--- src/hw/io_pkg.sv ---
package io_pkg;

  ////////////////////////////////////////////////////////////
  // widths and sizes

  localparam int AddrWidth = 32;
  localparam int DataWidth = 32;
  localparam int OffWidth = 22;

  localparam int NumHarts = 2;
  localparam int CtxWidth = $clog2(NumHarts);

  // source 0 is reserved and never raised
  localparam int NumSources = 8;
  localparam int SrcIdWidth = 3;

  // clock cycles per mtime tick
  localparam int TimerDiv = 4;
  localparam int PrescWidth = $clog2(TimerDiv);
  localparam logic [PrescWidth-1:0] PrescMax = PrescWidth'(TimerDiv - 1);

  ////////////////////////////////////////////////////////////
  // address map

  localparam logic [AddrWidth-1:0] ClintBase = 32'h1140_0000;
  localparam logic [AddrWidth-1:0] ClintMask = 32'h0000_FFFF;
  localparam logic [AddrWidth-1:0] PlicBase  = 32'h1100_0000;
  localparam logic [AddrWidth-1:0] PlicMask  = 32'h003F_FFFF;

  // clint: msip 4 apart, mtimecmp 8 apart with the high word at +4
  localparam logic [OffWidth-1:0] ClintMsipOff = 22'h00_0000;
  localparam logic [OffWidth-1:0] ClintCmpOff  = 22'h00_4000;
  localparam logic [OffWidth-1:0] ClintTimeOff = 22'h00_BFF8;

  // plic: enables 0x80 apart, claim words 0x1000 apart
  localparam logic [OffWidth-1:0] PlicPendOff  = 22'h00_1000;
  localparam logic [OffWidth-1:0] PlicEnOff    = 22'h00_2000;
  localparam logic [OffWidth-1:0] PlicClaimOff = 22'h20_0004;

  ////////////////////////////////////////////////////////////
  // bus types

  typedef struct packed {
    logic [AddrWidth-1:0] addr;
    logic                 wr;
    logic [DataWidth-1:0] wdata;
  } io_req_t;

  typedef struct packed {
    logic [DataWidth-1:0] rdata;
    logic                 err;
  } io_rsp_t;

  typedef struct packed {
    logic [OffWidth-1:0]  off;
    logic                 wr;
    logic [DataWidth-1:0] wdata;
  } dev_req_t;

  typedef struct packed {
    logic [17:0] region;
    logic        hart;
    logic        word_sel;
    logic [1:0]  byte_off;
  } clint_off_t;

  typedef struct packed {
    logic [9:0] region;
    logic [4:0] ctx;
    logic [6:0] word;
  } plic_off_t;

  // same offset word, decoded per device
  typedef union packed {
    clint_off_t clint;
    plic_off_t  plic;
  } dev_off_u;

  typedef enum logic [1:0] {
    GW_IDLE    = 2'd0,
    GW_PENDING = 2'd1,
    GW_CLAIMED = 2'd2
  } gw_state_e;

endpackage

--- src/hw/plic_gateway.sv ---
`timescale 1ns/1ps

module plic_gateway (
  input  logic                          clk_i,
  input  logic                          reset_i,
  input  logic [io_pkg::NumSources-1:0] irq_i,
  input  logic                          claim_i,
  input  logic [io_pkg::SrcIdWidth-1:0] claim_id_i,
  input  logic                          complete_i,
  input  logic [io_pkg::SrcIdWidth-1:0] complete_id_i,
  output logic [io_pkg::NumSources-1:0] pending_o
);

  io_pkg::gw_state_e state_q [io_pkg::NumSources];
  io_pkg::gw_state_e state_d [io_pkg::NumSources];

  // one level-triggered gateway per source
  always_comb begin
    for (int i = 0; i < io_pkg::NumSources; i++) begin
      state_d[i] = state_q[i];
      unique case (state_q[i])
        io_pkg::GW_IDLE: begin
          if (irq_i[i]) begin
            state_d[i] = io_pkg::GW_PENDING;
          end
        end
        io_pkg::GW_PENDING: begin
          if (claim_i && claim_id_i == i[io_pkg::SrcIdWidth-1:0]) begin
            state_d[i] = io_pkg::GW_CLAIMED;
          end
        end
        io_pkg::GW_CLAIMED: begin
          // a line still high re-pends from idle
          if (complete_i && complete_id_i == i[io_pkg::SrcIdWidth-1:0]) begin
            state_d[i] = io_pkg::GW_IDLE;
          end
        end
        default: state_d[i] = io_pkg::GW_IDLE;
      endcase
    end
  end

  always_ff @(posedge clk_i) begin
    for (int i = 0; i < io_pkg::NumSources; i++) begin
      if (reset_i) begin
        state_q[i] <= io_pkg::GW_IDLE;
      end else begin
        state_q[i] <= state_d[i];
      end
    end
  end

  always_comb begin
    for (int i = 0; i < io_pkg::NumSources; i++) begin
      pending_o[i] = state_q[i] == io_pkg::GW_PENDING;
    end
  end

endmodule

--- src/hw/plic_regs.sv ---
`timescale 1ns/1ps

module plic_regs (
  input  logic                         clk_i,
  input  logic                         reset_i,
  input  logic                         sel_i,
  input  io_pkg::dev_req_t             dev_req_i,
  input  logic [6:1]                   irq_i,
  output logic [io_pkg::DataWidth-1:0] rdata_o,
  output logic [io_pkg::NumHarts-1:0]  eip_o
);

  io_pkg::dev_off_u                                    off;
  logic                                                pend_hit;
  logic                                                en_hit;
  logic                                                claim_hit;
  logic [io_pkg::CtxWidth-1:0]                         en_ctx;
  logic [io_pkg::CtxWidth-1:0]                         claim_ctx;
  logic [io_pkg::NumSources-1:0]                       src_lines;
  logic [io_pkg::NumSources-1:0]                       pending;
  logic [io_pkg::NumHarts-1:0][io_pkg::NumSources-1:0] enable_q;
  logic [io_pkg::NumHarts-1:0]                         eip_q;
  logic [io_pkg::SrcIdWidth-1:0]                       claim_id;
  logic                                                claim_stb;
  logic                                                complete_stb;

  always_comb begin
    src_lines = '0;
    src_lines[6:1] = irq_i;
  end

  ////////////////////////////////////////////////////////////
  // offset decode

  assign off = dev_req_i.off;
  assign pend_hit = off.plic.region == io_pkg::PlicPendOff[21:12] &&
                    off.plic.ctx == '0 && off.plic.word == '0;
  assign en_hit = off.plic.region == io_pkg::PlicEnOff[21:12] &&
                  off.plic.ctx < io_pkg::NumHarts && off.plic.word == '0;
  // claim words are 0x1000 apart, context in the low region bits
  assign claim_hit = off.plic.region[9:io_pkg::CtxWidth] ==
                     io_pkg::PlicClaimOff[21:12+io_pkg::CtxWidth] &&
                     off.plic.ctx == '0 && off.plic.word == io_pkg::PlicClaimOff[6:0];

  assign en_ctx    = off.plic.ctx[io_pkg::CtxWidth-1:0];
  assign claim_ctx = off.plic.region[io_pkg::CtxWidth-1:0];

  // lowest pending and enabled source wins
  always_comb begin
    claim_id = '0;
    for (int i = io_pkg::NumSources - 1; i > 0; i--) begin
      if (pending[i] && enable_q[claim_ctx][i]) begin
        claim_id = i[io_pkg::SrcIdWidth-1:0];
      end
    end
  end

  assign claim_stb    = sel_i & ~dev_req_i.wr & claim_hit & (claim_id != '0);
  assign complete_stb = sel_i & dev_req_i.wr & claim_hit;

  plic_gateway plic_gateway_inst (
    .clk_i         (clk_i),
    .reset_i       (reset_i),
    .irq_i         (src_lines),
    .claim_i       (claim_stb),
    .claim_id_i    (claim_id),
    .complete_i    (complete_stb),
    .complete_id_i (dev_req_i.wdata[io_pkg::SrcIdWidth-1:0]),
    .pending_o     (pending)
  );

  always_ff @(posedge clk_i) begin
    if (reset_i) begin
      enable_q <= '0;
    end else if (sel_i && dev_req_i.wr && en_hit) begin
      enable_q[en_ctx] <= {dev_req_i.wdata[io_pkg::NumSources-1:1], 1'b0};
    end
  end

  always_ff @(posedge clk_i) begin
    if (reset_i) begin
      eip_q <= '0;
    end else begin
      for (int c = 0; c < io_pkg::NumHarts; c++) begin
        eip_q[c] <= |(pending & enable_q[c]);
      end
    end
  end

  always_comb begin
    rdata_o = '0;
    if (pend_hit) begin
      rdata_o[io_pkg::NumSources-1:0] = pending;
    end else if (en_hit) begin
      rdata_o[io_pkg::NumSources-1:0] = enable_q[en_ctx];
    end else if (claim_hit) begin
      rdata_o[io_pkg::SrcIdWidth-1:0] = claim_id;
    end
  end

  assign eip_o = eip_q;

endmodule

--- src/hw/mtime_counter.sv ---
`timescale 1ns/1ps

module mtime_counter (
  input  logic                         clk_i,
  input  logic                         reset_i,
  input  logic                         wr_lo_i,
  input  logic                         wr_hi_i,
  input  logic [io_pkg::DataWidth-1:0] wdata_i,
  output logic [63:0]                  mtime_o
);

  logic [io_pkg::PrescWidth-1:0] prescale_q;
  logic                          tick;
  logic [63:0]                   mtime_q;

  assign tick = prescale_q == io_pkg::PrescMax;

  always_ff @(posedge clk_i) begin
    if (reset_i) begin
      prescale_q <= '0;
      mtime_q    <= '0;
    end else if (wr_lo_i || wr_hi_i) begin
      // software load restarts the prescaler
      prescale_q <= '0;
      if (wr_lo_i) begin
        mtime_q[31:0] <= wdata_i;
      end
      if (wr_hi_i) begin
        mtime_q[63:32] <= wdata_i;
      end
    end else begin
      prescale_q <= tick ? '0 : prescale_q + 1'b1;
      if (tick) begin
        mtime_q <= mtime_q + 64'd1;
      end
    end
  end

  assign mtime_o = mtime_q;

endmodule

--- src/hw/clint_regs.sv ---
`timescale 1ns/1ps

module clint_regs (
  input  logic                         clk_i,
  input  logic                         reset_i,
  input  logic                         sel_i,
  input  io_pkg::dev_req_t             dev_req_i,
  output logic [io_pkg::DataWidth-1:0] rdata_o,
  output logic [io_pkg::NumHarts-1:0]  msip_o,
  output logic [io_pkg::NumHarts-1:0]  mtip_o
);

  io_pkg::dev_off_u                   off;
  logic                               wr_en;
  logic                               msip_hit;
  logic                               cmp_hit;
  logic                               time_hit;
  logic                               time_wr_lo;
  logic                               time_wr_hi;
  logic [63:0]                        mtime;
  logic [io_pkg::NumHarts-1:0]        msip_q;
  logic [io_pkg::NumHarts-1:0]        mtip_q;
  logic [io_pkg::NumHarts-1:0][63:0]  mtimecmp_q;

  assign off   = dev_req_i.off;
  assign wr_en = sel_i & dev_req_i.wr;

  // msip words are 4 apart, so the hart sits in word_sel there
  assign msip_hit = {off.clint.region, off.clint.hart} == io_pkg::ClintMsipOff[21:3];
  assign cmp_hit  = off.clint.region == io_pkg::ClintCmpOff[21:4];
  assign time_hit = {off.clint.region, off.clint.hart} == io_pkg::ClintTimeOff[21:3];

  assign time_wr_lo = wr_en & time_hit & ~off.clint.word_sel;
  assign time_wr_hi = wr_en & time_hit & off.clint.word_sel;

  mtime_counter mtime_counter_inst (
    .clk_i   (clk_i),
    .reset_i (reset_i),
    .wr_lo_i (time_wr_lo),
    .wr_hi_i (time_wr_hi),
    .wdata_i (dev_req_i.wdata),
    .mtime_o (mtime)
  );

  always_ff @(posedge clk_i) begin
    if (reset_i) begin
      msip_q     <= '0;
      mtimecmp_q <= '1;
    end else if (wr_en) begin
      if (msip_hit) begin
        msip_q[off.clint.word_sel] <= dev_req_i.wdata[0];
      end
      if (cmp_hit && off.clint.word_sel) begin
        mtimecmp_q[off.clint.hart][63:32] <= dev_req_i.wdata;
      end else if (cmp_hit) begin
        mtimecmp_q[off.clint.hart][31:0] <= dev_req_i.wdata;
      end
    end
  end

  // timer compare per hart
  always_ff @(posedge clk_i) begin
    if (reset_i) begin
      mtip_q <= '0;
    end else begin
      for (int h = 0; h < io_pkg::NumHarts; h++) begin
        mtip_q[h] <= mtime >= mtimecmp_q[h];
      end
    end
  end

  always_comb begin
    rdata_o = '0;
    if (msip_hit) begin
      rdata_o[0] = msip_q[off.clint.word_sel];
    end else if (cmp_hit) begin
      rdata_o = off.clint.word_sel ? mtimecmp_q[off.clint.hart][63:32]
                                   : mtimecmp_q[off.clint.hart][31:0];
    end else if (time_hit) begin
      rdata_o = off.clint.word_sel ? mtime[63:32] : mtime[31:0];
    end
  end

  assign msip_o = msip_q;
  assign mtip_o = mtip_q;

endmodule

--- src/hw/io_switch.sv ---
`timescale 1ns/1ps

module io_switch (
  input  logic                         clk_i,
  input  logic                         reset_i,
  input  logic                         req_valid_i,
  input  io_pkg::io_req_t              req_i,
  input  logic [io_pkg::DataWidth-1:0] clint_rdata_i,
  input  logic [io_pkg::DataWidth-1:0] plic_rdata_i,
  output logic                         clint_sel_o,
  output logic                         plic_sel_o,
  output io_pkg::dev_req_t             dev_req_o,
  output logic                         rsp_valid_o,
  output io_pkg::io_rsp_t              rsp_o
);

  logic                         clint_hit;
  logic                         plic_hit;
  logic [io_pkg::AddrWidth-1:0] dev_addr;
  logic [io_pkg::DataWidth-1:0] rdata_d;
  logic                         rsp_valid_q;
  io_pkg::io_rsp_t              rsp_q;

  ////////////////////////////////////////////////////////////
  // address decode

  assign clint_hit = (req_i.addr & ~io_pkg::ClintMask) == io_pkg::ClintBase;
  assign plic_hit  = (req_i.addr & ~io_pkg::PlicMask) == io_pkg::PlicBase;

  assign clint_sel_o = req_valid_i & clint_hit;
  assign plic_sel_o  = req_valid_i & plic_hit;

  assign dev_addr = req_i.addr & (clint_hit ? io_pkg::ClintMask : io_pkg::PlicMask);

  always_comb begin
    dev_req_o.off   = dev_addr[io_pkg::OffWidth-1:0];
    dev_req_o.wr    = req_i.wr;
    dev_req_o.wdata = req_i.wdata;
  end

  ////////////////////////////////////////////////////////////
  // response, error sink when no window hits

  always_comb begin
    rdata_d = '0;
    if (!req_i.wr) begin
      if (clint_hit) begin
        rdata_d = clint_rdata_i;
      end else if (plic_hit) begin
        rdata_d = plic_rdata_i;
      end
    end
  end

  always_ff @(posedge clk_i) begin
    if (reset_i) begin
      rsp_valid_q <= 1'b0;
    end else begin
      rsp_valid_q <= req_valid_i;
    end
  end

  always_ff @(posedge clk_i) begin
    if (req_valid_i) begin
      rsp_q.rdata <= rdata_d;
      rsp_q.err   <= !(clint_hit || plic_hit);
    end
  end

  assign rsp_valid_o = rsp_valid_q;
  assign rsp_o       = rsp_q;

endmodule

--- src/hw/io_fabric.sv ---
`timescale 1ns/1ps

module io_fabric (
  input  logic                          clk_i,
  input  logic                          reset_i,
  input  logic                          req_valid_i,
  input  io_pkg::io_req_t               req_i,
  input  logic [6:1]                    irq_i,
  output logic                          rsp_valid_o,
  output io_pkg::io_rsp_t               rsp_o,
  output logic [io_pkg::NumHarts-1:0]   msip_o,
  output logic [io_pkg::NumHarts-1:0]   mtip_o,
  output logic [io_pkg::NumHarts-1:0]   eip_o
);

  logic                         clint_sel;
  logic                         plic_sel;
  io_pkg::dev_req_t             dev_req;
  logic [io_pkg::DataWidth-1:0] clint_rdata;
  logic [io_pkg::DataWidth-1:0] plic_rdata;

  io_switch io_switch_inst (
    .clk_i         (clk_i),
    .reset_i       (reset_i),
    .req_valid_i   (req_valid_i),
    .req_i         (req_i),
    .clint_rdata_i (clint_rdata),
    .plic_rdata_i  (plic_rdata),
    .clint_sel_o   (clint_sel),
    .plic_sel_o    (plic_sel),
    .dev_req_o     (dev_req),
    .rsp_valid_o   (rsp_valid_o),
    .rsp_o         (rsp_o)
  );

  clint_regs clint_regs_inst (
    .clk_i     (clk_i),
    .reset_i   (reset_i),
    .sel_i     (clint_sel),
    .dev_req_i (dev_req),
    .rdata_o   (clint_rdata),
    .msip_o    (msip_o),
    .mtip_o    (mtip_o)
  );

  // uart 1, sd 2, eth 3, eth dma tx 4, eth dma rx 5, phy 6
  plic_regs plic_regs_inst (
    .clk_i     (clk_i),
    .reset_i   (reset_i),
    .sel_i     (plic_sel),
    .dev_req_i (dev_req),
    .irq_i     (irq_i),
    .rdata_o   (plic_rdata),
    .eip_o     (eip_o)
  );

endmodule

--- config.mk ---
export PLATFORM = sky130hd
export DESIGN_NAME = io_fabric
export DESIGN_NICKNAME = d
export VERILOG_FILES = /design/src/hw/io_pkg.sv /design/src/hw/plic_gateway.sv /design/src/hw/plic_regs.sv /design/src/hw/mtime_counter.sv /design/src/hw/clint_regs.sv /design/src/hw/io_switch.sv /design/src/hw/io_fabric.sv
export SDC_FILE = /design/constraint.sdc
export NUM_CORES = 1
export LEC_CHECK = 0
export ABC_AREA = 1
export BUFFER_PORTS_ARGS = -buffer_cell sky130_fd_sc_hd__buf_4
export CORE_ASPECT_RATIO = 1.25
export CORE_UTILIZATION = 55
export DETAILED_ROUTE_END_ITERATION = 8
export PLACE_DENSITY = 0.74
export RECOVER_POWER = 25
export SLEW_MARGIN = 20
export SYNTH_ARGS = -nofsm -noshare
export SYNTH_HDL_FRONTEND = slang
export SYNTH_SLANG_ARGS = --single-unit
export TNS_END_PERCENT = 100
--- constraint.sdc ---
create_clock -name clk_i -period 2.1 [get_ports clk_i]
set_input_delay 0.42 -clock clk_i [delete_from_list [all_inputs] [get_ports clk_i]]
set_output_delay 0.42 -clock clk_i [all_outputs]
set_load 0.005 [all_outputs]
==> implementation parameters, run 1 <==
Parameter                              Value

Status
  Status    complete, but fails checks
  Violated checks    max-capacitance violations, max-slew violations

Final layout
  Fraction of layout cells with a size suffix above 1    between 10% and 20%
  # nets final    about 3100
  Ant diodes    0
  Util after Layout    between 60% and 70%
  Post-synthesis to final-layout area growth    21.7%

Floorplan
  Num ports    114
  Number of standard-cell rows in the floorplan    73
  Height of the die    202 µm
  Initial Utilization    55.8%
  Die Width    approximately 160 µm
  Core outline area    ~0.032 mm²
  Die Footprint    0.0329 mm²

Power
  Sum of internal, switching and leakage power    12.3 mW
  Total leakage power    11.4 nW
  Cell area power density    573 mW/mm²
  Maximum vdd ir drop    0.678 mV

Detailed routing
  Count of nets left with antenna violations after detail routing    0
  Number of detailed-route iterations in the first pass    6
  Iter 0 DRT Violations    1800
  # DRC    0
  Avg Vias per Cell    5.85
  DRT Wirelength    69.1 mm
  Routed length per instance    20.5 µm
  Total number of vias    19700

Min path
  Worst Hold Class    in2reg
  Worst min-delay path startpoint    irq_i[6]
  Hold path depth    3
  Worst Hold End    plic_regs_inst.plic_gateway_inst.state_q[1][4]$_SDFFE_PP0P_

Yosys
  Cell count after synthesis    2692
  Share of the synthesized netlist area taken by xor and xnor gates    between 1.5 and 2%
  Largest family of logic cells by synthesized area    simple AND/OR/NAND/NOR gates
  Number of synthesized register bits    260
  Synthesis warning total    0
  Library cell occupying the most area in the post-synthesis netlist    sky130_fd_sc_hd__dfxtp_1
  Synthesized net count    between 2000 and 3000
  Synthesized cell area    0.0177 mm²
  Synth area leaders    sky130_fd_sc_hd__dfxtp_1 26%, sky130_fd_sc_hd__nand2_1 14%, sky130_fd_sc_hd__ha_1 9.2%
  Share of the synthesized area in the top cell type    25.7%
  Post-synthesis mux area share    0.170%
  Leading register cell type out of synthesis    sky130_fd_sc_hd__dfxtp_1
  Count of unique library cells instantiated by Yosys    47
  Sequential fraction of the synthesis area    31.3%
  Fraction of the mapped netlist area in compound gates    19.4%
  Count of flip-flops with a built-in enable after synthesis    33
  Synth async-reset ratio    0%
  Fraction of the mapped netlist area in adder cells    under 10%
  Fraction of the mapped netlist area in simple logic gates    between 20% and 30%
  Avg Cell Area, Syn    6.57 µm²

STA
  Final clock period utilization by the worst path    97.7%
  Total count of max-transition violations in the final report    20
  Slew of the pin with the lowest slew margin    1.56 ns
  Hold Fails Final Rpt    0
  Worst-case headroom to the max-slew limit    -4.17%
  Final setup violation count    0
  Clock Skew    0.0152 ns
  Unrepaired setup endpoints after global routing    true
  Achievable Freq    0.487 GHz
  Post-layout min period    2.05 ns

Setup path
  Depth of the worst register-to-register path    9
  Critical Path Source Type    flop
  Worst setup path category    reg2reg
  Launch point of the worst reg-to-reg path    clint_regs_inst.mtimecmp_q[35]$_SDFFE_PP1P_
  Register-to-register setup slack    0.05 ns
  Critical register-to-register path endpoint    clint_regs_inst.mtip_o[0]$_SDFF_PP0_
  Maximum fanout along the worst path    3
  Crit. End Element    flop
  Data arrival, critical path    2.58 ns
  Required time worst endpoint    2.62 ns

Clocking
  CTS HTree Levels    1
  Number of clock sinks seen by CTS    between 200 and 300
  Clock Root Buffer    sky130_fd_sc_hd__clkbuf_16
  Worst-Skew Late Latency    0.59 ns
  Number of buffers added to fix hold violations after cts    0
  Clock buffer count from CTS    29
  CTS clk-pin slew, worst paths    roughly 0.060 ns
  CTS tree    built
  Maximum clock path buffer count    3

Place
  Final HPWL from detailed placement    between 50 and 60 mm
  Number of input and output port buffers inserted    113
  Placer congestion estimate    1.06

Global route
  Global Route Usage Sum    approximately two fifths
  GR peak layer    met2
  Global route total overflow    0
  Met1 demand-to-capacity share in global routing    46.2%
  Fraction of met3 tracks used by global routing    6.37%
  Number of global-route vias before repair    19300
  Maximum number of pins on one net before global-route repair    between 40 and 50
  Global-route wire length before repair    105 mm
  Number of antenna violations at the first check in global routing    0
  GR met2 Demand/Resource    70.7%

Flow run
  Number of maximum-capacitance violations    1
-- how the worst max path moves through the flow --
stage                                                           startpoint  cells past startpoint                                  endpoint  slack [ns]
6_report                       clint_regs_inst.mtimecmp_q[35]$_SDFFE_PP1P_                      9      clint_regs_inst.mtip_o[0]$_SDFF_PP0_        0.05
5_1_grt        clint_regs_inst.mtime_counter_inst.mtime_o[33]$_SDFFE_PP0P_                      9      clint_regs_inst.mtip_o[0]$_SDFF_PP0_       -0.04
4_1_cts                        clint_regs_inst.mtimecmp_q[31]$_SDFFE_PP1P_                     12      clint_regs_inst.mtip_o[0]$_SDFF_PP0_       0.003
3_5_place_dp                                                     req_i[49]                     13  plic_regs_inst.enable_q[12]$_SDFFE_PP0P_       -0.18
3_3_place_gp                                                     req_i[49]                     11    io_switch_inst.rsp_o[31]$_SDFFCE_PP0P_       -0.14
2_1_floorplan                                                    req_i[40]                     10     io_switch_inst.rsp_o[6]$_SDFFCE_PP0P_        0.16
-- cells in the final DEF (no fill, tap or decap), types with 6 or more instances in the layout --
cell / count
sky130_fd_sc_hd__nand2_1: 676
sky130_fd_sc_hd__nor2_1: 318
sky130_fd_sc_hd__inv_1: 316
sky130_fd_sc_hd__buf_4: 259
sky130_fd_sc_hd__a21oi_1: 213
sky130_fd_sc_hd__dfxtp_1: 209
sky130_fd_sc_hd__o21ai_0: 176
sky130_fd_sc_hd__o211ai_1: 132
sky130_fd_sc_hd__ha_1: 129
sky130_fd_sc_hd__nand3_1: 79
sky130_fd_sc_hd__nor3_1: 55
sky130_fd_sc_hd__nand4_1: 47
sky130_fd_sc_hd__edfxtp_1: 33
sky130_fd_sc_hd__clkbuf_4: 32
sky130_fd_sc_hd__clkbuf_16: 31
sky130_fd_sc_hd__xor2_1: 30
sky130_fd_sc_hd__o21ai_1: 30
sky130_fd_sc_hd__buf_12: 26
sky130_fd_sc_hd__a31oi_1: 25
sky130_fd_sc_hd__dfxtp_2: 18
sky130_fd_sc_hd__nor2_2: 15
sky130_fd_sc_hd__clkbuf_1: 15
sky130_fd_sc_hd__nand2_2: 9
sky130_fd_sc_hd__clkinv_2: 7
sky130_fd_sc_hd__nand3b_1: 6
sky130_fd_sc_hd__o21a_1: 6
sky130_fd_sc_hd__clkbuf_8: 6
-- critical path: stages, from the launching register on --
cell and delay (ns):
sky130_fd_sc_hd__dfxtp_1 0.40, sky130_fd_sc_hd__inv_1 0.06, sky130_fd_sc_hd__ha_1 0.32, sky130_fd_sc_hd__nand4_1 0.33, sky130_fd_sc_hd__nand3b_1 0.40, sky130_fd_sc_hd__nor3_2 0.19, sky130_fd_sc_hd__nand2_1 0.08, sky130_fd_sc_hd__nand3_1 0.08
sky130_fd_sc_hd__nand2_1 0.05, sky130_fd_sc_hd__inv_1 0.08
-- per-layer routing --
layer | wire [µm] | share of wire (%)
met1 | 25300 | 37
met3 | 5400 | 7.8
met4 | 5720 | 8.3
met5 | 0 | 0
met2 | 32700 | 47
-- kinds of logic after synthesis --
logic type	after synthesis
DFF	260
muxes	3
buffers and inverters	442
adders and majority gates	130
and+or+nand+nor	1226
AOI/OAI and AO/OA	600
xor gates and xnor gates	31
-- final cells by class --
cell class,instances,area [µm²]
clock buffer,38,862
clock inverter,15,144
fill,2884,10200
inverter,324,1220
multi-input combinational,1990,10500
sequential,260,5560
tap,412,515
timing repair buffer,331,2760
-- synthesized netlist by cell type (3+ instances only) --
cell type,number
sky130_fd_sc_hd__mux2i_1,3
sky130_fd_sc_hd__o21ai_0,176
sky130_fd_sc_hd__buf_2,27
sky130_fd_sc_hd__nor2_1,326
sky130_fd_sc_hd__buf_1,7
sky130_fd_sc_hd__o21ai_1,30
sky130_fd_sc_hd__o31ai_1,5
sky130_fd_sc_hd__a21oi_1,213
sky130_fd_sc_hd__dfxtp_1,227
sky130_fd_sc_hd__nor3_1,56
sky130_fd_sc_hd__inv_2,5
sky130_fd_sc_hd__ha_1,130
sky130_fd_sc_hd__xor2_1,30
sky130_fd_sc_hd__nor2_2,9
sky130_fd_sc_hd__nand4_1,47
sky130_fd_sc_hd__o211ai_1,132
sky130_fd_sc_hd__o21bai_1,4
sky130_fd_sc_hd__clkbuf_1,74
sky130_fd_sc_hd__o21a_1,6
sky130_fd_sc_hd__nand3b_1,6
sky130_fd_sc_hd__nand2_2,3
sky130_fd_sc_hd__nand3_1,79
sky130_fd_sc_hd__a31oi_1,25
sky130_fd_sc_hd__inv_1,316
sky130_fd_sc_hd__buf_4,9
sky130_fd_sc_hd__nand2_1,682
sky130_fd_sc_hd__clkinv_1,3
sky130_fd_sc_hd__nand3_2,3
sky130_fd_sc_hd__edfxtp_1,33
-- state kept, by name (all words and copies together), names as in the netlist --
signal	flops
clint_regs_inst.mtimecmp_q	128
clint_regs_inst.mtip_o	2
plic_regs_inst.eip_o	2
plic_regs_inst.plic_gateway_inst.state_q	12
clint_regs_inst.mtime_counter_inst.mtime_o	64
io_switch_inst.rsp_o	33
plic_regs_inst.enable_q	14
clint_regs_inst.mtime_counter_inst.prescale_q	2
clint_regs_inst.msip_o	2
io_switch_inst.rsp_valid_o	1
-- what timing repair did --
| action | CTS | global route |
|---|---|---|
| buffers inserted | 0 | 1 |
| endpoints found under the setup margin | 1 | 23 |
| pin swaps | 0 | 2 |
| gates resized for setup | 1 | 34 |
-- through the flow --
step	instances	setup WS (ns)	setup TNS, ns	hold slack (ns)	area, µm²
floorplan	2692	0.165	0	0.408	17700
global placement	3316	-0.138	-17.90	0.414	20500
detailed placement	3316	-0.184	-25.49	0.427	20500
CTS	3369	0.00346	0	0.110	21500
global route	3370	-0.0352	-0.0488	0.126	21500
finish	3370	0.0484	0	0.119	21500
-- where the power goes --
| group | switching [mW] | leakage, nW | internal [mW] |
|---|---|---|---|
| combinational | 0.963 | 8.74 | 0.603 |
| sequential | 0.169 | 2.19 | 5.16 |
| clock | 2.29 | 0.504 | 3.14 |
Note: power is estimated with default switching activity, not from simulation.
==> run 2, diff against run 1 <==
--- a/config.mk
+++ b/config.mk
@@ -6,11 +6,12 @@
 export NUM_CORES = 1
 export LEC_CHECK = 0
 export ABC_AREA = 1
-export BUFFER_PORTS_ARGS = -buffer_cell sky130_fd_sc_hd__buf_4
 export CORE_ASPECT_RATIO = 1.25
 export CORE_UTILIZATION = 55
+export CTS_CLUSTER_SIZE = 8
 export DETAILED_ROUTE_END_ITERATION = 8
-export PLACE_DENSITY = 0.74
+export DONT_BUFFER_PORTS = 1
+export PLACE_DENSITY = 0.71
 export RECOVER_POWER = 25
 export SLEW_MARGIN = 20
 export SYNTH_ARGS = -nofsm -noshare
==> run 2 against run 1 <==
  * The run now ends clean
  * Combinational power fell by 23%
  * Global-route usage decreased by 1.9 points
  * Critical path depth up 5
  * Flip-flop and latch count did not move
  * Non-clock buffer count shrank 159
  * Register-to-register slack better by 0.02 ns
==> implementation parameters, run 2 (synthesis results as in run 1) <==
Parameter                              Value

Status
  Status    completed (was complete, but fails checks)

Final layout
  Fraction of layout cells with a size suffix above 1    9.41% (was 14.5%)
  Post-synthesis to final-layout area growth    15.0% (was 21.7%)
  Cell Count, Final, Fillers Out    3219 (was 3370)
  Top reg by flops    clint_regs_inst.mtimecmp_q (unchanged)
  Most common library cell in the layout ignoring fill and taps    sky130_fd_sc_hd__nand2_1 (unchanged)
  # nets final    2990 (was 3140)
  Final design instance area without fill    0.0203 mm² (was 0.0215 mm²)
  Largest register FFs    128 (unchanged)
  Commonest non-fill, non-tap cells in the layout    679 x sky130_fd_sc_hd__nand2_1, 316 x sky130_fd_sc_hd__inv_1, 315 x sky130_fd_sc_hd__nor2_1, 213 x sky130_fd_sc_hd__a21oi_1, 211 x sky130_fd_sc_hd__dfxtp_1 (was 676 x sky130_fd_sc_hd__nand2_1, 318 x sky130_fd_sc_hd__nor2_1, 316 x sky130_fd_sc_hd__inv_1, 259 x sky130_fd_sc_hd__buf_4, 213 x sky130_fd_sc_hd__a21oi_1)
  Ant diodes    0 (unchanged)

STA
  Achievable Freq    0.491 GHz (was 0.487 GHz)
  Worst-case headroom to the max-slew limit    31.4% (was -4.17%)
  Clock Skew    0.0225 ns (was 0.0152 ns)
  Post-layout min period    2.04 ns (was 2.05 ns)
  Total count of max-transition violations in the final report    0 (was 20)
  Setup Total Neg Slack    0 ns (unchanged)
  Setup slack after layout    0.0645 ns (was 0.0484 ns)
  Final clock period utilization by the worst path    96.9% (was 97.7%)
  Unrepaired setup endpoints after global routing    true (unchanged)
  Hold Fails Final Rpt    0 (unchanged)
  Final setup violation count    0 (unchanged)
  Slew of the pin with the lowest slew margin    1.03 ns (was 1.56 ns)

Detailed routing
  Iter 0 DRT Violations    1555 (was 1800)
  Number of detailed-route iterations in the first pass    8 (was 6)
  Count of nets left with antenna violations after detail routing    0 (unchanged)
  # DRC    0 (unchanged)
  Total number of vias    18700 (was 19700)
  Avg Vias per Cell    5.82 (was 5.85)
  DRT Wirelength    66.0 mm (was 69.1 mm)
  Routed length per instance    20.5 µm (about the same)

Setup path
  Cell at the slowest stage of the critical path    sky130_fd_sc_hd__dfxtp_1 (unchanged)
  Cell with the most instances on the worst path    sky130_fd_sc_hd__nand2_1
  Required time worst endpoint    2.55 ns (was 2.62 ns)
  Depth of the worst register-to-register path    14 (was 9)
  Data arrival, critical path    2.48 ns (was 2.58 ns)
  Worst setup path category    reg2reg (unchanged)
  CP max stage delay    0.35 ns (was 0.40 ns)
  CP Depth    14 (was 9)
  Dominant delay contributor by cell family on the critical path    simple AND/OR/NAND/NOR gates (unchanged)
  Buffers & Inverters on Critical Path    4 (was 2)
  Critical Path Source Type    flop (unchanged)
  Maximum fanout along the worst path    3 (unchanged)
  CP cell instances    inv_1 -> ha_1 -> nand2_1 -> inv_1 -> nor2_1 -> o21a_1 -> nand2_1 -> a21oi_1 -> buf_4 -> nand2_1 -> nand2_1 -> nand3_1 -> nand2_1 -> inv_1 (was inv_1 -> ha_1 -> nand4_1 -> nand3b_1 -> nor3_2 -> nand2_1 -> nand3_1 -> nand2_1 -> inv_1)
  Crit. End Element    flop (unchanged)

Min path
  Worst Hold Class    in2reg (unchanged)
  Hold path depth    2 (was 3)

Floorplan
  Core outline area    0.0317 mm² (unchanged)
  Initial Utilization    55.8% (unchanged)
  Number of standard-cell rows in the floorplan    73 (unchanged)
  Height of the die    202 µm (unchanged)
  Die Width    162 µm (unchanged)
  Die Footprint    0.0329 mm² (unchanged)
  Num ports    114 (unchanged)

Place
  Number of input and output port buffers inserted    0 (was 113)
  Final HPWL from detailed placement    50.0 mm (was 53.5 mm)
  Placed cells    3152 (was 3316)
  Placer congestion estimate    0.998 (was 1.06)
  Area after DPL    0.0192 mm² (was 0.0205 mm²)
  Minimum setup slack after placement    0.0281 ns (was -0.184 ns)

Global route
  Global-route wire length before repair    99.7 mm (was 105 mm)
  Maximum number of pins on one net before global-route repair    117 (was 48)
  Number of antenna violations at the first check in global routing    0 (unchanged)
  Global Route Usage Sum    39.6% (was 41.6%)
  Global route total overflow    0 (unchanged)
  Number of global-route vias before repair    18000 (was 19300)

Clocking
  Worst-Skew Late Latency    0.55 ns (was 0.59 ns)
  Maximum clock path buffer count    3 (unchanged)
  Number of clock sinks seen by CTS    260 (unchanged)
  CTS tree    built (unchanged)
  CTS clk-pin slew, worst paths    0.05 ns (was 0.06 ns)
  Clock Root Buffer    sky130_fd_sc_hd__clkbuf_16 (unchanged)
  Clock buffer count from CTS    38 (was 29)
  CTS HTree Levels    2 (was 1)

Power
  Cell area power density    600 mW/mm² (was 573 mW/mm²)
  Maximum vdd ir drop    0.719 mV (was 0.678 mV)
  Total leakage power    10.7 nW (was 11.4 nW)

Flow run
  Number of maximum-capacitance violations    0 (was 1)
## run 2: changes by cell type in the layout (fill, tap and decap cells not counted), moves of 6 or more
| cell | change |
|---|---|
| sky130_fd_sc_hd__buf_12 | -6 |
| sky130_fd_sc_hd__clkbuf_1 | +7 |
| sky130_fd_sc_hd__nor2_2 | +6 |
| sky130_fd_sc_hd__dlygate4sd3_1 | +6 |
| sky130_fd_sc_hd__clkinv_2 | -7 |
| sky130_fd_sc_hd__clkbuf_4 | -29 |
| sky130_fd_sc_hd__buf_4 | -118 |
| sky130_fd_sc_hd__clkbuf_16 | +7 |
| sky130_fd_sc_hd__clkbuf_8 | -6 |
## run 2: final timing paths
path                                                          startpoint                                                          end  slack (ns)
min                                                          req_valid_i                        io_switch_inst.rsp_valid_o$_SDFF_PP0_        0.03
max reg2reg                  clint_regs_inst.mtimecmp_q[95]$_SDFFE_PP1P_                         clint_regs_inst.mtip_o[1]$_SDFF_PP0_        0.06
min reg2reg  clint_regs_inst.mtime_counter_inst.prescale_q[0]$_SDFF_PP0_  clint_regs_inst.mtime_counter_inst.prescale_q[0]$_SDFF_PP0_        0.43
max                          clint_regs_inst.mtimecmp_q[95]$_SDFFE_PP1P_                         clint_regs_inst.mtip_o[1]$_SDFF_PP0_        0.06
## run 2: layer usage
layer / GRT usage [%] / share of wire [%] / up-vias
met4: 24.7 / 7.0 / 0
li1: - / - / 9105
met1: 45.1 / 38 / 8641
met3: 6.37 / 7.0 / 216
met2: 68.7 / 48 / 782
met5: 0 / 0 / -
## run 2: report_power, final
part,switching (mW),total (mW),leakage (nW),internal (mW)
registers,0.165,5.33,2.19,5.17
logic,0.762,1.21,7.99,0.451
clock network,2.32,5.65,0.508,3.34
total,3.24,12.2,10.7,8.96
## run 2: through the flow
stage	hold slack [ns]	utilization (%)	power [mW]
global route	0.0485	64.2	12.6
global placement	0.412	60.6	6.54
floorplan	0.408	-	6.17
CTS	0.000974	64.1	12.2
detailed placement	0.425	60.6	6.56
finish	0.0268	64.2	12.2
## run 2: repair_timing
item	4_1_cts	5_1_grt
hold endpoints to repair	30	9
hold buffers	4	2
endpoints found under the setup margin	0	25
setup buffers	0	0
resized for setup	0	33
## run 2: final cells by class
class	count	area [µm²]
clock inverters	3	33.8
well taps	412	515
flip-flops and latches	260	5560
repair buffers	172	1550
clock buffers	58	1030
fillers	2950	11400
inverters	324	1220
multi-input cells	1990	10400
## run 2: worst reg2reg max path: cells and delay by family, from the launching register on
kind | cells | cell delay, ns
AOI/OAI and AO/OA | 2 | 0.38
adders and majority gates | 1 | 0.30
buffers and inverters | 4 | 0.28
DFF | 1 | 0.35
and+or+nand+nor | 7 | 0.64
==> run 3, diff against run 2 <==
--- a/config.mk
+++ b/config.mk
@@ -6,12 +6,14 @@
 export NUM_CORES = 1
 export LEC_CHECK = 0
 export ABC_AREA = 1
+export CELL_PAD_IN_SITES_DETAIL_PLACEMENT = 1
+export CELL_PAD_IN_SITES_GLOBAL_PLACEMENT = 2
 export CORE_ASPECT_RATIO = 1.25
-export CORE_UTILIZATION = 55
+export CORE_UTILIZATION = 36
 export CTS_CLUSTER_SIZE = 8
 export DETAILED_ROUTE_END_ITERATION = 8
 export DONT_BUFFER_PORTS = 1
-export PLACE_DENSITY = 0.71
+export PLACE_DENSITY = 0.82
 export RECOVER_POWER = 25
 export SLEW_MARGIN = 20
 export SYNTH_ARGS = -nofsm -noshare
==> run 3 against run 2 <==
  * Power increased by 2.9%
  * Utilization decreased by 20 points
  * Routed wire length increased by 21%
  * Cell area increased by 5.2%
  * Setup slack got worse by 0.027 ns
  * Via count increased by 3.2%
  * Fmax decreased by 1.3%
  * Critical path depth decreased by 5
  * Clock skew decreased by 0.0028 ns
  * Hold slack got worse by 0.0049 ns
  * Clock power increased by 3%
  * Critical endpoint is now clint_regs_inst.mtime_counter_inst.mtime_o[40]$_SDFFE_PP0P_
  * Highest routed layer unchanged
==> implementation parameters, run 3 (synthesis results as in run 1) <==
Parameter                              Value

Status
  Status    completed (unchanged)

Floorplan
  Core outline area    0.0484 mm² (was 0.0317 mm²)
  Die Footprint    0.0500 mm² (was 0.0329 mm²)
  Number of standard-cell rows in the floorplan    90 (was 73)
  Height of the die    250 µm (was 202 µm)
  Num ports    114 (unchanged)
  Die Width    200 µm (was 162 µm)
  Initial Utilization    36.5% (was 55.8%)

Setup path
  Critical Path Source Type    flop (unchanged)
  Required time worst endpoint    2.59 ns (was 2.55 ns)
  Launching instance or port of the critical path    clint_regs_inst.mtime_counter_inst.mtime_o[36]$_SDFFE_PP0P_ (was clint_regs_inst.mtimecmp_q[95]$_SDFFE_PP1P_)
  Crit. End Element    flop (unchanged)
  Launch point of the worst reg-to-reg path    clint_regs_inst.mtime_counter_inst.mtime_o[36]$_SDFFE_PP0P_ (was clint_regs_inst.mtimecmp_q[95]$_SDFFE_PP1P_)
  Data arrival, critical path    2.55 ns (was 2.48 ns)
  Maximum fanout along the worst path    8 (was 3)
  Worst setup path category    reg2reg (unchanged)

Clocking
  Clock buffer count from CTS    38 (unchanged)
  Maximum clock path buffer count    3 (unchanged)
  Clock Root Buffer    sky130_fd_sc_hd__clkbuf_16 (unchanged)
  CTS clk-pin slew, worst paths    0.05 ns (about the same)
  CTS HTree Levels    2 (unchanged)
  Worst-Skew Late Latency    0.57 ns (was 0.55 ns)
  Number of clock sinks seen by CTS    260 (unchanged)
  CTS tree    built (unchanged)

Global route
  Number of global-route vias before repair    20500 (was 18000)
  Global-route wire length before repair    121 mm (was 99.7 mm)
  Global Route Usage Sum    31.7% (was 39.6%)
  Global route total overflow    0 (unchanged)
  Number of antenna violations at the first check in global routing    1 (was 0)
  Maximum number of pins on one net before global-route repair    117 (unchanged)

STA
  Slew of the pin with the lowest slew margin    1.22 ns (was 1.03 ns)
  Final clock period utilization by the worst path    98.2% (was 96.9%)
  Worst-case headroom to the max-slew limit    18.5% (was 31.4%)
  Total count of max-transition violations in the final report    0 (unchanged)
  Setup Total Neg Slack    0 ns (unchanged)
  Final setup violation count    0 (unchanged)
  Post-layout min period    2.06 ns (was 2.04 ns)
  Hold Fails Final Rpt    0 (unchanged)
  Setup slack after layout    0.0372 ns (was 0.0645 ns)
  Achievable Freq    0.485 GHz (was 0.491 GHz)
  Clock Skew    0.0197 ns (was 0.0225 ns)

Flow run
  Number of maximum-capacitance violations    0 (unchanged)

Min path
  Worst min-delay path startpoint    irq_i[6] (was req_valid_i)
  Worst Hold Class    in2reg (unchanged)

Detailed routing
  Count of nets left with antenna violations after detail routing    0 (unchanged)
  Number of detailed-route iterations in the first pass    7 (was 8)
  Total number of vias    19300 (was 18700)
  Avg Vias per Cell    5.48 (was 5.82)
  Iter 0 DRT Violations    846 (was 1555)
  # DRC    0 (unchanged)
  DRT Wirelength    79.7 mm (was 66.0 mm)
  Routed length per instance    22.6 µm (was 20.5 µm)

Final layout
  Sequential cell area in the final layout    0.00555 mm² (was 0.00556 mm²)
  Fraction of layout cells with a size suffix above 1    12.6% (was 9.41%)
  Post-synthesis to final-layout area growth    21.0% (was 15.0%)
  # nets final    3071 (was 2990)
  Area taken by multi-input logic gates    0.0105 mm² (was 0.0104 mm²)
  Layout fillers    6256 (was 2950)
  Commonest non-fill, non-tap cells in the layout    674 x sky130_fd_sc_hd__nand2_1, 315 x sky130_fd_sc_hd__inv_1, 311 x sky130_fd_sc_hd__nor2_1, 221 x sky130_fd_sc_hd__buf_4, 214 x sky130_fd_sc_hd__dfxtp_1 (was 679 x sky130_fd_sc_hd__nand2_1, 316 x sky130_fd_sc_hd__inv_1, 315 x sky130_fd_sc_hd__nor2_1, 213 x sky130_fd_sc_hd__a21oi_1, 211 x sky130_fd_sc_hd__dfxtp_1)
  Most common library cell in the layout ignoring fill and taps    sky130_fd_sc_hd__nand2_1 (unchanged)
  Top reg by flops    clint_regs_inst.mtimecmp_q (unchanged)
  Largest register FFs    128 (unchanged)

Place
  Minimum setup slack after placement    -0.171 ns (was 0.0281 ns)
  Placer congestion estimate    1.00 (was 0.998)
  Final HPWL from detailed placement    62.3 mm (was 50.0 mm)
  Number of input and output port buffers inserted    0 (unchanged)

Power
  Total leakage power    11.1 nW (was 10.7 nW)
  Cell area power density    587 mW/mm² (was 600 mW/mm²)
  Maximum vdd ir drop    0.451 mV (was 0.719 mV)
## run 3: cell types whose count changed in the layout (fill, tap and decap cells not counted), sizes merged
cell / change
clkbuf: -7
buf: +88
diode: +2
clkinvlp: +1
clkinv: +1
inv: -3
dlygate4sd3: -4
## run 3: layout make-up
| type | count | area share (%) |
|---|---|---|
| multi-input combinational | 1990 | 49.0 |
| sequential | 260 | 25.9 |
| timing repair buffer | 253 | 10.5 |
| inverter | 324 | 5.73 |
| clock buffer | 54 | 4.82 |
| tap | 644 | 3.77 |
| clock inverter | 2 | 0.152 |
| antenna | 2 | 0.0234 |
## run 3: metrics by stage
stage          power (mW)  hold WS, ns  cells  area (µm²)  util (%)
3_3_place_gp         6.70        0.413   3467       20200      41.7
6_report             12.6       0.0218   3529       21400      44.2
4_1_cts              12.7      0.00407   3526       21300      44.0
2_1_floorplan        6.17        0.408   2692       17700         -
3_5_place_dp         6.76        0.429   3467       20200      41.7
5_1_grt              13.0       0.0251   3529       21400      44.2
## run 3: per-layer routing
layer  vias to the layer above  track usage [%]  share of wire, %
li1                       9257                -                 -
met1                      9471             34.0                39
met2                       435             59.4                52
met3                       182             3.79               3.2
met4                         0             18.4               6.1
met5                         -                0                 0
## run 3: what timing repair did
item | in CTS | in global routing
setup endpoints to repair | 6 | 37
gates resized for setup | 5 | 38
hold buffers | 3 | 0
hold endpoints to repair | 52 | 0
buffers inserted | 0 | 1
cloned | 0 | 0
## run 3: worst max-delay path, cell delays in order, from the launching register on
cell and delay (ns):
sky130_fd_sc_hd__dfxtp_1 0.53, sky130_fd_sc_hd__nand2_1 0.13, sky130_fd_sc_hd__nor2_1 0.23, sky130_fd_sc_hd__nand2_1 0.13, sky130_fd_sc_hd__nor2_2 0.21, sky130_fd_sc_hd__buf_4 0.15
sky130_fd_sc_hd__nand4_1 0.06, sky130_fd_sc_hd__a21oi_1 0.33, sky130_fd_sc_hd__nor2_1 0.08, sky130_fd_sc_hd__nor2_1 0.12
## run 3: where the power goes
| part | internal [mW] | switching, mW | total, mW | leakage, nW |
|---|---|---|---|---|
| Combinational | 0.512 | 0.868 | 1.38 | 8.43 |
| Clock | 3.38 | 2.46 | 5.84 | 0.512 |
| Sequential | 5.17 | 0.167 | 5.33 | 2.19 |
## run 3: worst paths after layout
kind,end,slack [ns],depth (start not counted)
worst max register to register,clint_regs_inst.mtime_counter_inst.mtime_o[40]$_SDFFE_PP0P_,0.04,9
worst min register to register,clint_regs_inst.mtime_counter_inst.prescale_q[0]$_SDFF_PP0_,0.44,1
worst max-delay path,clint_regs_inst.mtime_counter_inst.mtime_o[40]$_SDFFE_PP0P_,0.04,9
worst min-delay path,plic_regs_inst.plic_gateway_inst.state_q[1][4]$_SDFFE_PP0P_,0.02,2
